### config.mk
export PLATFORM = sky130hd
export DESIGN_NAME = decode_and_issue
export DESIGN_NICKNAME = d
export VERILOG_FILES = /design/src/hdl/decode_pkg.sv /design/src/hdl/unit_select.sv /design/src/hdl/issue_control.sv /design/src/hdl/alu_operand_gen.sv /design/src/hdl/mem_branch_operand_gen.sv /design/src/hdl/div_reuse_tracker.sv /design/src/hdl/decode_and_issue.sv
export VERILOG_INCLUDE_DIRS = /design/src /design/src/hdl
export SDC_FILE = /design/constraint.sdc
export NUM_CORES = 1
export LEC_CHECK = 0
export ABC_AREA = 1
export ABC_CLOCK_PERIOD_IN_PS = 1590
export BUFFER_PORTS_ARGS = -buffer_cell sky130_fd_sc_hd__buf_2
export CAP_MARGIN = 5
export CORE_AREA = 3 3 203 205
export DETAILED_ROUTE_END_ITERATION = 7
export DIE_AREA = 0 0 206 208
export HOLD_SLACK_MARGIN = 0.08
export PLACE_DENSITY = 0.39
export SYNTH_ARGS = -nofsm -noshare
export SYNTH_HDL_FRONTEND = slang
export SYNTH_SLANG_ARGS = --single-unit
### constraint.sdc
create_clock -name clk -period 1.59 [get_ports clk]
set_input_delay 0.0795 -clock clk [delete_from_list [all_inputs] [get_ports clk]]
set_output_delay 0.0795 -clock clk [all_outputs]
set_load 0.005 [all_outputs]
### src/hdl/decode_settings.svh
// RV32 integer subset only; changing XLEN alone does not widen the immediate logic
`ifndef DECODE_SETTINGS_SVH
`define DECODE_SETTINGS_SVH

// Data path width
`define XLEN 32

// Register file address width, 32 architectural registers
`define REG_ADDR_W 5

// ALU, branch, load/store, multiply, divide
`define NUM_UNITS 5

// Major opcode field, instruction bits 6:2
`define OPCODE_W 5

`endif

### src/hdl/decode_pkg.sv
// Shared decode types; assumes RV32 encodings and the five execution units listed below
`include "decode_settings.svh"

package decode_pkg;

    //////////////////////////////////////////////////////////////////////
    // Enumerations

    // Major opcodes, instruction bits 6:2
    typedef enum logic [`OPCODE_W-1:0] {
        LOAD      = 5'b00000,
        STORE     = 5'b01000,
        BRANCH    = 5'b11000,
        JAL       = 5'b11011,
        JALR      = 5'b11001,
        LUI       = 5'b01101,
        AUIPC     = 5'b00101,
        ARITH     = 5'b01100,
        ARITH_IMM = 5'b00100,
        OTHER     = 5'b11111
    } opcode_t;

    // Bit positions in unit_vec_t
    typedef enum logic [$clog2(`NUM_UNITS)-1:0] {
        ALU_UNIT = 0,
        BRANCH_UNIT,
        LS_UNIT,
        MUL_UNIT,
        DIV_UNIT
    } unit_id_t;

    typedef enum logic [1:0] {
        ALU_RS1_ZERO,
        ALU_RS1_PC,
        ALU_RS1_RF
    } alu_rs1_sel_t;

    typedef enum logic [1:0] {
        ALU_RS2_UPPER,
        ALU_RS2_IMM,
        ALU_RS2_FOUR,
        ALU_RS2_RF
    } alu_rs2_sel_t;

    //////////////////////////////////////////////////////////////////////
    // Bundles

    typedef logic [`NUM_UNITS-1:0] unit_vec_t;

    typedef struct packed {
        logic [`XLEN-1:0] pc;
        logic [`XLEN-1:0] instruction;
    } fetch_packet_t;

    typedef struct packed {
        opcode_t opcode;
        logic [2:0] fn3;
        logic [`REG_ADDR_W-1:0] rs1_addr;
        logic [`REG_ADDR_W-1:0] rs2_addr;
        logic [`REG_ADDR_W-1:0] rd_addr;
        logic uses_rs1;
        logic uses_rs2;
        logic uses_rd;
        logic is_store;
        unit_vec_t needed;
    } decoded_t;

    typedef struct packed {
        logic [`REG_ADDR_W-1:0] rs1_addr;
        logic [`REG_ADDR_W-1:0] rs2_addr;
        logic [`REG_ADDR_W-1:0] rd_addr;
        logic rd_write;
    } regfile_issue_t;

    typedef struct packed {
        logic [`XLEN:0] in1;
        logic [`XLEN:0] in2;
        logic [`XLEN-1:0] shifter_in;
        logic [$clog2(`XLEN)-1:0] shift_amount;
        logic subtract;
        logic arith;
        logic lshift;
        logic [1:0] logic_op;
        logic shifter_path;
        logic slt_path;
    } alu_inputs_t;

    typedef struct packed {
        logic [`XLEN-1:0] rs1;
        logic [`XLEN-1:0] rs2;
        logic [11:0] offset;
        logic [2:0] fn3;
        logic load;
        logic store;
        logic forwarded_store;
    } ls_inputs_t;

    typedef struct packed {
        logic [`XLEN-1:0] rs1;
        logic [`XLEN-1:0] rs2;
        logic [2:0] fn3;
        logic [`XLEN-1:0] pc;
        logic use_signed;
        logic jal;
        logic jalr;
    } branch_inputs_t;

    // Shared by multiply and divide units
    typedef struct packed {
        logic [`XLEN-1:0] rs1;
        logic [`XLEN-1:0] rs2;
        logic [1:0] op;
        logic reuse_result;
    } muldiv_inputs_t;

endpackage

### src/hdl/unit_select.sv
// Unknown opcodes map to OTHER and need no unit, so they never issue; no illegal-instruction check
module unit_select (
    input  decode_pkg::fetch_packet_t fb,
    output decode_pkg::decoded_t decoded
);
    import decode_pkg::*;

    opcode_t opcode;
    logic mult_div_op;

    assign mult_div_op = fb.instruction[25];

    // Map the raw opcode field onto the known set
    always_comb begin
        case (fb.instruction[6:2])
            LOAD, STORE, BRANCH, JAL, JALR, LUI, AUIPC, ARITH, ARITH_IMM:
                opcode = opcode_t'(fb.instruction[6:2]);
            default:
                opcode = OTHER;
        endcase
    end

    //////////////////////////////////////////////////////////////////////
    // Fields and register usage

    assign decoded.opcode   = opcode;
    assign decoded.fn3      = fb.instruction[14:12];
    assign decoded.rs1_addr = fb.instruction[19:15];
    assign decoded.rs2_addr = fb.instruction[24:20];
    assign decoded.rd_addr  = fb.instruction[11:7];

    assign decoded.uses_rs1 = opcode inside {LOAD, STORE, BRANCH, JALR, ARITH, ARITH_IMM};
    assign decoded.uses_rs2 = opcode inside {STORE, BRANCH, ARITH};
    assign decoded.uses_rd  = opcode inside {LOAD, JAL, JALR, LUI, AUIPC, ARITH, ARITH_IMM};
    assign decoded.is_store = (opcode == STORE);

    //////////////////////////////////////////////////////////////////////
    // Needed units

    always_comb begin
        decoded.needed = '0;
        decoded.needed[ALU_UNIT] = (opcode inside {LUI, AUIPC, JAL, JALR, ARITH_IMM}) ||
                                   ((opcode == ARITH) && !mult_div_op);
        // Jumps go to both ALU (link value) and branch unit
        decoded.needed[BRANCH_UNIT] = opcode inside {BRANCH, JAL, JALR};
        decoded.needed[LS_UNIT]     = opcode inside {LOAD, STORE};
        decoded.needed[MUL_UNIT]    = (opcode == ARITH) && mult_div_op && !fb.instruction[14];
        decoded.needed[DIV_UNIT]    = (opcode == ARITH) && mult_div_op && fb.instruction[14];
    end

endmodule

### src/hdl/issue_control.sv
// Issue needs every needed unit ready; stores ignore an rs2 conflict, which the LS unit forwards
`include "decode_settings.svh"

module issue_control (
    input  logic clk,
    input  logic rst,
    input  logic fb_valid,
    input  decode_pkg::decoded_t decoded,
    input  decode_pkg::unit_vec_t unit_ready,
    input  logic rs1_conflict,
    input  logic rs2_conflict,
    input  logic issue_hold,
    input  logic flush,
    output logic instruction_issued,
    output logic pre_decode_pop,
    output decode_pkg::unit_vec_t unit_request,
    output decode_pkg::unit_vec_t unit_request_r,
    output decode_pkg::regfile_issue_t rf_issue
);
    import decode_pkg::*;

    logic issue_valid;
    logic units_ready;
    logic rs1_ok;
    logic rs2_ok;

    //////////////////////////////////////////////////////////////////////
    // Issue decision

    assign issue_valid = fb_valid && !issue_hold && !flush;

    // Nothing needed means nothing to do, so hold it back
    assign units_ready = (|decoded.needed) &&
                         ((decoded.needed & unit_ready) == decoded.needed);

    assign rs1_ok = !rs1_conflict || !decoded.uses_rs1;
    assign rs2_ok = !rs2_conflict || !decoded.uses_rs2 || decoded.is_store;

    assign instruction_issued = issue_valid && units_ready && rs1_ok && rs2_ok;
    assign pre_decode_pop     = instruction_issued;

    assign unit_request = decoded.needed & {`NUM_UNITS{instruction_issued}};

    always_ff @(posedge clk) begin
        if (rst) begin
            unit_request_r <= '0;
        end else begin
            unit_request_r <= unit_request;
        end
    end

    //////////////////////////////////////////////////////////////////////
    // Register file bundle

    assign rf_issue.rs1_addr = decoded.rs1_addr;
    assign rf_issue.rs2_addr = decoded.rs2_addr;
    assign rf_issue.rd_addr  = decoded.rd_addr;
    // x0 is never written
    assign rf_issue.rd_write = instruction_issued && decoded.uses_rd && (|decoded.rd_addr);

endmodule

### src/hdl/alu_operand_gen.sv
// RV32 immediates only; the extra operand bit is a sign copy unless fn3 bit 0 marks unsigned
`include "decode_settings.svh"

module alu_operand_gen (
    input  decode_pkg::fetch_packet_t fb,
    input  decode_pkg::decoded_t decoded,
    input  logic [`XLEN-1:0] rs1_data,
    input  logic [`XLEN-1:0] rs2_data,
    output decode_pkg::alu_inputs_t alu_inputs
);
    import decode_pkg::*;

    alu_rs1_sel_t rs1_sel;
    alu_rs2_sel_t rs2_sel;
    logic [`XLEN-1:0] op1;
    logic [`XLEN-1:0] op2;
    logic not_reg_op;
    logic [2:0] fn3;

    assign fn3 = decoded.fn3;
    // Opcode bit 2 is set for LUI, AUIPC, JAL and JALR
    assign not_reg_op = fb.instruction[2];

    //////////////////////////////////////////////////////////////////////
    // Operand selection

    always_comb begin
        case (decoded.opcode)
            LUI:             rs1_sel = ALU_RS1_ZERO;
            AUIPC, JAL, JALR: rs1_sel = ALU_RS1_PC;
            default:         rs1_sel = ALU_RS1_RF;
        endcase
        case (decoded.opcode)
            LUI, AUIPC: rs2_sel = ALU_RS2_UPPER;
            ARITH_IMM:  rs2_sel = ALU_RS2_IMM;
            JAL, JALR:  rs2_sel = ALU_RS2_FOUR;
            default:    rs2_sel = ALU_RS2_RF;
        endcase
    end

    always_comb begin
        case (rs1_sel)
            ALU_RS1_ZERO: op1 = '0;
            ALU_RS1_PC:   op1 = fb.pc;
            default:      op1 = rs1_data;
        endcase
        case (rs2_sel)
            ALU_RS2_UPPER: op2 = {fb.instruction[31:12], 12'b0};
            ALU_RS2_IMM:   op2 = {{(`XLEN-12){fb.instruction[31]}}, fb.instruction[31:20]};
            ALU_RS2_FOUR:  op2 = `XLEN'(4);
            default:       op2 = rs2_data;
        endcase
    end

    assign alu_inputs.in1 = {op1[`XLEN-1] & !fn3[0], op1};
    assign alu_inputs.in2 = {op2[`XLEN-1] & !fn3[0], op2};

    //////////////////////////////////////////////////////////////////////
    // Shifter and path controls

    assign alu_inputs.shifter_in = rs1_data;
    // Register shifts take the amount from rs2, immediate shifts from the rs2 field
    assign alu_inputs.shift_amount = fb.instruction[5] ? rs2_data[$clog2(`XLEN)-1:0]
                                                       : decoded.rs2_addr;
    assign alu_inputs.arith  = op1[`XLEN-1] && fb.instruction[30];
    assign alu_inputs.lshift = !fn3[2];

    // SUB, and the compare for SLT/SLTU
    assign alu_inputs.subtract = ((decoded.opcode == ARITH) && fb.instruction[30] && (fn3 == 3'b000)) ||
                                 (!not_reg_op && (fn3 inside {3'b010, 3'b011}));

    // 00 xor, 01 or, 10 and, 11 add
    always_comb begin
        case (fn3)
            3'b100:  alu_inputs.logic_op = not_reg_op ? 2'b11 : 2'b00;
            3'b110:  alu_inputs.logic_op = not_reg_op ? 2'b11 : 2'b01;
            3'b111:  alu_inputs.logic_op = not_reg_op ? 2'b11 : 2'b10;
            default: alu_inputs.logic_op = 2'b11;
        endcase
    end

    assign alu_inputs.shifter_path = !not_reg_op && (fn3 inside {3'b001, 3'b101});
    assign alu_inputs.slt_path     = !not_reg_op && (fn3 inside {3'b010, 3'b011});

endmodule

### src/hdl/mem_branch_operand_gen.sv
// Load/store, branch and mul/div bundles; reuse_result stays zero here and is merged above
`include "decode_settings.svh"

module mem_branch_operand_gen (
    input  decode_pkg::fetch_packet_t fb,
    input  decode_pkg::decoded_t decoded,
    input  logic [`XLEN-1:0] rs1_data,
    input  logic [`XLEN-1:0] rs2_data,
    input  logic rs2_conflict,
    output decode_pkg::ls_inputs_t ls_inputs,
    output decode_pkg::branch_inputs_t branch_inputs,
    output decode_pkg::muldiv_inputs_t muldiv_operands
);
    import decode_pkg::*;

    //////////////////////////////////////////////////////////////////////
    // Load/store

    assign ls_inputs.rs1 = rs1_data;
    assign ls_inputs.rs2 = rs2_data;
    // S-type splits the offset around the rd field
    assign ls_inputs.offset = decoded.is_store ? {fb.instruction[31:25], fb.instruction[11:7]}
                                               : fb.instruction[31:20];
    assign ls_inputs.fn3   = decoded.fn3;
    assign ls_inputs.load  = (decoded.opcode == LOAD);
    assign ls_inputs.store = decoded.is_store;
    // Store data still in flight, LS unit picks it up later
    assign ls_inputs.forwarded_store = rs2_conflict;

    //////////////////////////////////////////////////////////////////////
    // Branch

    assign branch_inputs.rs1 = rs1_data;
    assign branch_inputs.rs2 = rs2_data;
    assign branch_inputs.fn3 = decoded.fn3;
    assign branch_inputs.pc  = fb.pc;
    // BLTU and BGEU compare unsigned
    assign branch_inputs.use_signed = !(decoded.fn3 inside {3'b110, 3'b111});
    assign branch_inputs.jal  = (decoded.opcode == JAL);
    assign branch_inputs.jalr = (decoded.opcode == JALR);

    //////////////////////////////////////////////////////////////////////
    // Multiply/divide

    assign muldiv_operands.rs1 = rs1_data;
    assign muldiv_operands.rs2 = rs2_data;
    assign muldiv_operands.op  = decoded.fn3[1:0];
    assign muldiv_operands.reuse_result = 1'b0;

endmodule

### src/hdl/div_reuse_tracker.sv
// Tracks only the most recent issued divide; any write to its sources invalidates reuse
`include "decode_settings.svh"

module div_reuse_tracker (
    input  logic clk,
    input  logic rst,
    input  decode_pkg::decoded_t decoded,
    input  logic instruction_issued,
    input  decode_pkg::unit_vec_t unit_request,
    output logic reuse_result
);
    import decode_pkg::*;

    logic [`REG_ADDR_W-1:0] prev_rs1_addr;
    logic [`REG_ADDR_W-1:0] prev_rs2_addr;
    logic prev_valid;
    logic is_div;
    logic div_issue;
    logic [`REG_ADDR_W-1:0] watch_rs1;
    logic [`REG_ADDR_W-1:0] watch_rs2;
    logic clear;

    assign is_div    = decoded.needed[DIV_UNIT];
    assign div_issue = unit_request[DIV_UNIT];

    // Source addresses of the last issued divide
    always_ff @(posedge clk) begin
        if (div_issue) begin
            prev_rs1_addr <= decoded.rs1_addr;
            prev_rs2_addr <= decoded.rs2_addr;
        end
    end

    // A divide is checked against its own sources, anything else against the stored ones
    assign watch_rs1 = is_div ? decoded.rs1_addr : prev_rs1_addr;
    assign watch_rs2 = is_div ? decoded.rs2_addr : prev_rs2_addr;
    assign clear = decoded.uses_rd &&
                   ((decoded.rd_addr == watch_rs1) || (decoded.rd_addr == watch_rs2));

    // Clear takes priority over set
    always_ff @(posedge clk) begin
        if (rst) begin
            prev_valid <= 1'b0;
        end else if (instruction_issued && clear) begin
            prev_valid <= 1'b0;
        end else if (div_issue) begin
            prev_valid <= 1'b1;
        end
    end

    assign reuse_result = prev_valid &&
                          (prev_rs1_addr == decoded.rs1_addr) &&
                          (prev_rs2_addr == decoded.rs2_addr);

endmodule

### src/hdl/decode_and_issue.sv
// Single-issue decode stage; everything but unit_request_r and divide reuse is same-cycle
`include "decode_settings.svh"

module decode_and_issue (
    input  logic clk,
    input  logic rst,

    // Fetch side
    input  logic fb_valid,
    input  decode_pkg::fetch_packet_t fb,
    output logic pre_decode_pop,

    // Register file and scoreboard
    input  logic [`XLEN-1:0] rs1_data,
    input  logic [`XLEN-1:0] rs2_data,
    input  logic rs1_conflict,
    input  logic rs2_conflict,
    output decode_pkg::regfile_issue_t rf_issue,

    // Unit handshake and control
    input  decode_pkg::unit_vec_t unit_ready,
    input  logic issue_hold,
    input  logic flush,
    output logic instruction_issued,
    output decode_pkg::unit_vec_t unit_request,
    output decode_pkg::unit_vec_t unit_request_r,

    // Operand bundles
    output decode_pkg::alu_inputs_t alu_inputs,
    output decode_pkg::ls_inputs_t ls_inputs,
    output decode_pkg::branch_inputs_t branch_inputs,
    output decode_pkg::muldiv_inputs_t muldiv_inputs
);
    import decode_pkg::*;

    decoded_t decoded;
    muldiv_inputs_t muldiv_operands;
    logic reuse_result;

    //////////////////////////////////////////////////////////////////////
    // Decode and issue

    unit_select unit_select_i (
        .fb      (fb),
        .decoded (decoded)
    );

    issue_control issue_control_i (
        .clk                (clk),
        .rst                (rst),
        .fb_valid           (fb_valid),
        .decoded            (decoded),
        .unit_ready         (unit_ready),
        .rs1_conflict       (rs1_conflict),
        .rs2_conflict       (rs2_conflict),
        .issue_hold         (issue_hold),
        .flush              (flush),
        .instruction_issued (instruction_issued),
        .pre_decode_pop     (pre_decode_pop),
        .unit_request       (unit_request),
        .unit_request_r     (unit_request_r),
        .rf_issue           (rf_issue)
    );

    //////////////////////////////////////////////////////////////////////
    // Operand generation

    alu_operand_gen alu_operand_gen_i (
        .fb         (fb),
        .decoded    (decoded),
        .rs1_data   (rs1_data),
        .rs2_data   (rs2_data),
        .alu_inputs (alu_inputs)
    );

    mem_branch_operand_gen mem_branch_operand_gen_i (
        .fb              (fb),
        .decoded         (decoded),
        .rs1_data        (rs1_data),
        .rs2_data        (rs2_data),
        .rs2_conflict    (rs2_conflict),
        .ls_inputs       (ls_inputs),
        .branch_inputs   (branch_inputs),
        .muldiv_operands (muldiv_operands)
    );

    div_reuse_tracker div_reuse_tracker_i (
        .clk                (clk),
        .rst                (rst),
        .decoded            (decoded),
        .instruction_issued (instruction_issued),
        .unit_request       (unit_request),
        .reuse_result       (reuse_result)
    );

    always_comb begin
        muldiv_inputs = muldiv_operands;
        muldiv_inputs.reuse_result = reuse_result;
    end

endmodule

# ---- After elaboration in Yosys (flattened, before gate mapping)
# Index checks and enable logic that the tools add are counted.
dict set report totals {
  register_bits 16
  out_inout_bits 389
  word_cells 111
}
dict set report op_classes {
  eq_ne 31
  n_mux 13
  bitwise 4
  n_reduce_logical 59
}
# cell count
set ops {}
lappend ops {{case mux 32 bit (3 select lines)} 1}
lappend ops {{case mux 32 bit (2 select lines)} 1}
lappend ops {{equality test 5 x 4 -> 1 bit, second input constant} 6}
lappend ops {{equality test 5 bit, second input constant} 6}
lappend ops {{equality test 5 bit} 5}
lappend ops {{two-way mux 5 bit} 5}
lappend ops {{logical AND 1 bit} 21}
lappend ops {{equality test 5 x 3 -> 1 bit, second input constant} 4}
lappend ops {{equality test 3 bit, second input constant} 4}
lappend ops {{case mux 2 bit (3 select lines)} 2}
lappend ops {{logical NOT 1 bit} 11}
lappend ops {{bitwise AND 5 bit} 2}
lappend ops {{logical NOT 5 bit} 2}
lappend ops {{OR reduction 5 bit} 2}
lappend ops {{OR reduction 9 bit} 1}
lappend ops {{nonzero test 2 bit} 4}
lappend ops {{nonzero test 7 bit} 1}
lappend ops {{equality test 3 x 2 -> 1 bit, second input constant} 2}
lappend ops {{logical OR 1 bit} 6}
lappend ops {{nonzero test 3 bit} 2}
lappend ops {{nonzero test 6 bit} 1}
lappend ops {{OR reduction 2 bit} 3}
lappend ops {{nonzero test 5 bit} 1}
lappend ops {{equality test 2 x 1 -> 1 bit, second input constant} 2}
lappend ops {{other kinds (9)} 12}

# ---- Depth between registers and ports, before layout
dict set report depth {
  word_depth 14
  mapped_depth 15
  ltp_nobuf 14
}

# ---- Modules after synthesis
# A second synthesis with hierarchy kept.
dict set report unflattened {
  hier_cells 821
  area_unflattened_um2 5142.4
}
# mod instances cells_each area_per_inst_um2 seq_area_each_um2
set by_module_without_submodules {}
lappend by_module_without_submodules {mem_branch_operand_gen 1 272 1941.9 0.0}
lappend by_module_without_submodules {alu_operand_gen 1 279 1520.2 0.0}
lappend by_module_without_submodules {div_reuse_tracker 1 122 810.8 320.3}
lappend by_module_without_submodules {issue_control 1 77 469.2 100.1}
lappend by_module_without_submodules {unit_select 1 70 392.9 0.0}
lappend by_module_without_submodules {decode_and_issue 1 1 7.5 0.0}

# ---- Worst setup path after synthesis
# Ideal clock, no wire load.
dict set report synth_timing {
  path_kind {input to register}
  start {input fb[2] (netlist bit)}
  end {register div_reuse_tracker_i.prev_rs1_addr[0], enable pin}
  setup_time_ns 0.341
  t_arrival_ns 1.344
  t_required_ns 1.249
  slack_ns -0.095
  cell_stages 9
  path_buffers 2
  cell_sequence {buf_2 -> inv_2 -> nand3_4 -> nor2_4 -> nand3_4 -> buf_2 -> inv_1 -> nand4_1 -> inv_1}
}
dict set report synth_between {
  elab_chain_len 13
  word_cells_on_any_way 43
  classes_between {eq/ne (17); mux (1); bitwise (2); reduce/logical (23)}
}
# element line_no
set synth_lines {}
lappend synth_lines {{start: declaration} decode_and_issue.sv:10} ;# input decode_pkg::fetch_packet_t fb,
lappend synth_lines {{equality test 5 x 4 -> 1 bit, or another cell as far along} unit_select.sv:15} ;# case (fb.instruction[6:2])
lappend synth_lines {{OR reduction 9 bit} unit_select.sv:15}
lappend synth_lines {{two-way mux 5 bit *} unit_select.sv:15}
lappend synth_lines {{equality test 5 x 4 -> 1 bit, or another cell as far along} unit_select.sv:42} ;# decoded.needed[ALU_UNIT] = (opcode inside {LUI, AUIPC, JAL, JALR, ARITH_IMM}) ||
lappend synth_lines {{nonzero test 5 bit, or another cell as far along} unit_select.sv:42}
lappend synth_lines {{logical OR 1 bit, or another cell as far along} unit_select.sv:42}
lappend synth_lines {{bitwise AND 5 bit} issue_control.sv:34} ;# ((decoded.needed & unit_ready) == decoded.needed);
lappend synth_lines {{equality test 5 bit} issue_control.sv:34}
lappend synth_lines {{logical AND 1 bit} issue_control.sv:33} ;# assign units_ready = (|decoded.needed) &&
lappend synth_lines {{logical AND 1 bit (3 in a row)} issue_control.sv:39} ;# assign instruction_issued = issue_valid && units_ready && rs1_ok && rs2_ok;
lappend synth_lines {{bitwise AND 5 bit *} issue_control.sv:42} ;# assign unit_request = decoded.needed & {`NUM_UNITS{instruction_issued}};
lappend synth_lines {{named net unit_request[4]} decode_and_issue.sv:25} ;# output decode_pkg::unit_vec_t unit_request,
lappend synth_lines {{end signal: assignment} div_reuse_tracker.sv:29} ;# prev_rs1_addr <= decoded.rs1_addr;
lappend synth_lines {{end: declaration} div_reuse_tracker.sv:14} ;# logic [`REG_ADDR_W-1:0] prev_rs1_addr;
# The timed path passes the listed nets; every way through them passes the cells marked *.
# A chain may end at the register's enable or synchronous reset.

==> results <==
- The pin count of the biggest net entering global routing is 32.
- Yosys attributes the largest share of cell area to sky130_fd_sc_hd__buf_4 47%, sky130_fd_sc_hd__nand2_1 11%, sky130_fd_sc_hd__inv_1 6.8%.
- The via count of the first global-routing pass was 5251.
- In this run the number of H-tree levels came out at 1.
- For this configuration, the core starts out at a cell density of 11.6%.
- The final hold violation count was 0.
- Setup violations remaining at the end of the flow were counted as 3.
- Walking the worst path, the cells encountered are inv_1 > o22ai_1 > or4_4 > nor3_4 > buf_2.
- The max-slew violation count is 0.
- The number of distinct standard cells referenced by the synthesized netlist is 38.
- The fraction of post-synthesis cell area in the top cell type by area is between 40% and 50%.
- IR analysis of the VDD net gives a maximum drop of ~0.34 mV.
- The critical path contains buffers and inverters numbering 2 combined.
- The first global-routing pass estimated 33.7 mm of wire.
- The die covers 0.0428 mm^2.
- The area of the mapped netlist is 0.00461 mm^2.
- The global-route usage over all layers is 10.5%.
- On the critical path, the stage with the largest delay is an instance of sky130_fd_sc_hd__or4_4.
- From synthesis to final layout, the design area changed by 53.5%.
- Summing the areas of all fa, ha and maj instances in the mapped netlist gives 0% of the synthesized area.
- For this run, the slowest stage of the critical path takes 0.55 ns.
- The clock drives 16 sinks.
- The maximum root-to-sink buffer count is 2.
- The source-to-sink clock delay at the later pin of the worst-skew pair is 0.24 ns.
- Setup repair after global routing could not meet its margin everywhere.
- In this run the standard cell core region covers just under 0.04 mm^2.
- The number of search-and-repair iterations in the first detailed-routing pass is 6.
- After detailed routing, the average wire length per cell comes to 16.0 um.
- Timing analysis after detailed placement gives a worst setup slack of -0.212 ns.
- The I/O pin count is 529.
- The leakage power is 4.14 nW.
- For this design the ratio of total power to cell area is 379 mW/mm^2.
- After synthesis, the most frequently instantiated cells are 289 x sky130_fd_sc_hd__buf_4, 133 x sky130_fd_sc_hd__nand2_1, 84 x sky130_fd_sc_hd__inv_1.
- The post-route clock period utilization is 107%.
- The port buffer count is 526.
- The number of max-capacitance violations reported is 0.
- The detailed router finished its first iteration with 218 violations.
- The synthesized net count is between 800 and 900.
- The fraction of final layout cells sized beyond drive strength 1 is 68.1%.
- The number of antenna violations at the first check in global routing is 0.
- Of the total synthesized cell area, the portion taken by XOR and XNOR cells is 0.570%.
- The count of nets left with antenna violations once routing finished came out at 0.
- After clock tree synthesis, the clock-pin slew on the worst setup and hold paths is about 0.050 ns.
- The number of flops mapped to enable cells by yosys is 10.
- Among all flip-flop cells after synthesis, the most frequent one is sky130_fd_sc_hd__edfxtp_1.
- Clock skew on the completed layout was measured at 0.000954 ns.
- The chip height is 208 um.
- The count of unresolved DRC violations after routing is 0.
- The final reports fail on negative setup slack.
- Yosys printed 0 warnings.
- The setup slack of the critical path after layout is -0.110 ns.
- The final estimated routing congestion in global placement is slightly above 0.8.
- The gate family responsible for the most delay along the worst path is simple AND/OR/NAND/NOR gates.
- The average instance area after synthesis is 6.34 um^2.
- The cell sitting at the root of the clock tree is a sky130_fd_sc_hd__clkbuf_16.
- The synthesized design spends more area on one cell type than any other, namely sky130_fd_sc_hd__buf_4.
- The number of antenna repair diodes is 0.
- The share of flip-flops with an asynchronous set or reset after synthesis is 0%.
- The detailed placer's ending HPWL is 21.6 mm.
- The via count of the routed design is 5476.
- The post-layout total power is 2.68 mW.
- The largest family of logic cells by synthesized area is buffers and inverters.
- TritonCTS built the clock tree.
- The startpoint type of the worst setup path is a flop.
- The net count of the finished layout is 1180.
- The number of cells on the worst reg-to-reg path is 12.
- The fraction of the yosys area taken by sequential cells is 9.12%.
- In this run, synthesis produced a sequential element count of 16.
- Counting the buffers created by CTS gives 3.
- The class of the worst hold path is primary input to flop.
- The number of instances on the worst hold path is 1.
- In this run the number of cells on the critical path is 5.
- The proportion of synthesized area in mux cells is 0%.
- The worst relative slew slack is 69.5%.
- For this run, the top clock speed supported by timing is 588 MHz.
- The initialized floorplan defines 73 standard-cell rows.
- Summing the areas of all and, or, nand and nor instances in the mapped netlist gives a little over a fifth of the synthesized area.
- Data on the critical path is required at its endpoint by 1.51 ns.
- The total wire length is roughly 25 mm.
- After global routing the overflow that remains totals 0.
- The nature of the critical path endpoint is an output pin.
- The most used standard cell by instance count after synthesis is sky130_fd_sc_hd__buf_4.
- In the synthesized netlist, the number of instances is 727.
- The data arrival at the endpoint of the critical path is 1.62 ns.
- Dividing the detail-routed via count by the number of cells gives 3.50.
- The transition at the pin with the smallest max-transition slack is 0.453 ns.
- The flow ran to the end, but the final reports show violations.
- The path type of the worst setup path is flop to output pin.
- The shortest period the worst path allows is approximately 1.7 ns.
- From left edge to right edge, the die measures 206 um.
- In this run the worst path has a maximum fanout of 2.
- The synthesized netlist devotes 12.0% of its cell area to compound gates.
==> stage by stage <==
| step | util [%] | instances | cell area [um^2] | hold slack [ns] | setup TNS [ns] |
|---|---|---|---|---|---|
| final | 17.8 | 1564 | 7080 | 0.0917 | -0.113 |
| after global placement | 15.5 | 1523 | 6130 | 0.303 | -4.76 |
| after CTS | 16.9 | 1553 | 6690 | 0.0925 | -0.668 |
| after global routing | 17.8 | 1564 | 7080 | 0.0905 | -1.62 |
| after floorplan | - | 727 | 4610 | 0.152 | 0 |
| after detailed placement | 15.5 | 1523 | 6130 | 0.305 | -5.44 |
==> per-layer routing <==
metal | track usage, % | wire, um
met4 | 3.07 | 857
met2 | 20.6 | 13200
met5 | 0 | 0
met1 | 11.4 | 9130
met3 | 1.50 | 1820
==> worst paths after layout <==
check,startpoint,end,slack [ns]
max,div_reuse_tracker_i.prev_rs1_addr[1]$_DFFE_PP_,muldiv_inputs[0],-0.11
min,fb[15],div_reuse_tracker_i.prev_rs1_addr[0]$_DFFE_PP_,0.09
max reg2reg,div_reuse_tracker_i.prev_rs2_addr[0]$_DFFE_PP_,div_reuse_tracker_i.prev_valid$_SDFFE_PP0P_,0.19
min reg2reg,div_reuse_tracker_i.prev_valid$_SDFFE_PP0P_,div_reuse_tracker_i.prev_valid$_SDFFE_PP0P_,0.55
==> layout make-up <==
type / instances / area, um^2
Timing Repair Buffer: 617 / 3600
Tap cell: 525 / 657
Sequential cell: 16 / 420
Multi-Input combinational cell: 309 / 1910
Fill cell: 4590 / 32600
Clock buffer: 4 / 88.8
Inverter: 93 / 395
==> timing repair <==
item	4_1_cts	5_1_grt
cloned	3	1
setup endpoints to repair	53	81
resized for setup	67	93
hold endpoints to repair	2	0
hold buffers	2	0
pin swaps	15	23
buffers inserted	21	12
==> power by group <==
group          internal (mW)  total (mW)  switching (mW)
registers              0.441       0.441        0.000112
logic                  0.800        1.70           0.905
clock network          0.382       0.537           0.155
==> cells in the final DEF, fill, tap and decap left out, types with 4 or more instances in the layout <==
cell type | synthesis | routed
sky130_fd_sc_hd__inv_2 | 9 | 5
sky130_fd_sc_hd__o22ai_1 | 7 | 6
sky130_fd_sc_hd__nand3_4 | 3 | 6
sky130_fd_sc_hd__a21oi_1 | 7 | 5
sky130_fd_sc_hd__o21ai_1 | 12 | 18
sky130_fd_sc_hd__inv_4 | 0 | 6
sky130_fd_sc_hd__nand2_2 | 2 | 23
sky130_fd_sc_hd__inv_1 | 84 | 78
sky130_fd_sc_hd__nand2_4 | 1 | 14
sky130_fd_sc_hd__o211ai_1 | 16 | 16
sky130_fd_sc_hd__nand4_1 | 17 | 17
sky130_fd_sc_hd__nor2_1 | 19 | 9
sky130_fd_sc_hd__o21ai_0 | 39 | 24
sky130_fd_sc_hd__clkbuf_16 | 0 | 4
sky130_fd_sc_hd__buf_12 | 0 | 8
sky130_fd_sc_hd__nand2_1 | 133 | 99
sky130_fd_sc_hd__nor2_2 | 0 | 5
sky130_fd_sc_hd__buf_4 | 289 | 66
sky130_fd_sc_hd__nand3_1 | 22 | 20
sky130_fd_sc_hd__edfxtp_1 | 10 | 10
sky130_fd_sc_hd__o21ai_2 | 0 | 9
sky130_fd_sc_hd__dfxtp_1 | 6 | 6
sky130_fd_sc_hd__a22o_1 | 4 | 4
sky130_fd_sc_hd__buf_6 | 0 | 17
sky130_fd_sc_hd__buf_2 | 6 | 516
sky130_fd_sc_hd__nor2_4 | 1 | 6
sky130_fd_sc_hd__nor3_1 | 8 | 7
sky130_fd_sc_hd__buf_8 | 0 | 5
==> flip-flops by register name (all words and copies together) (netlist names) <==
register                           cells
div_reuse_tracker_i.prev_rs1_addr      5
div_reuse_tracker_i.prev_rs2_addr      5
issue_control_i.unit_request_r         5
div_reuse_tracker_i.prev_valid         1
==> cell families after synthesis <==
group / after synthesis
AO/OA/AOI/OAI: 90
XOR/XNOR: 3
buffers and inverters: 402
flip-flops: 16
AND/OR/NAND/NOR: 216
Note: power is estimated with default switching activity, not from simulation.
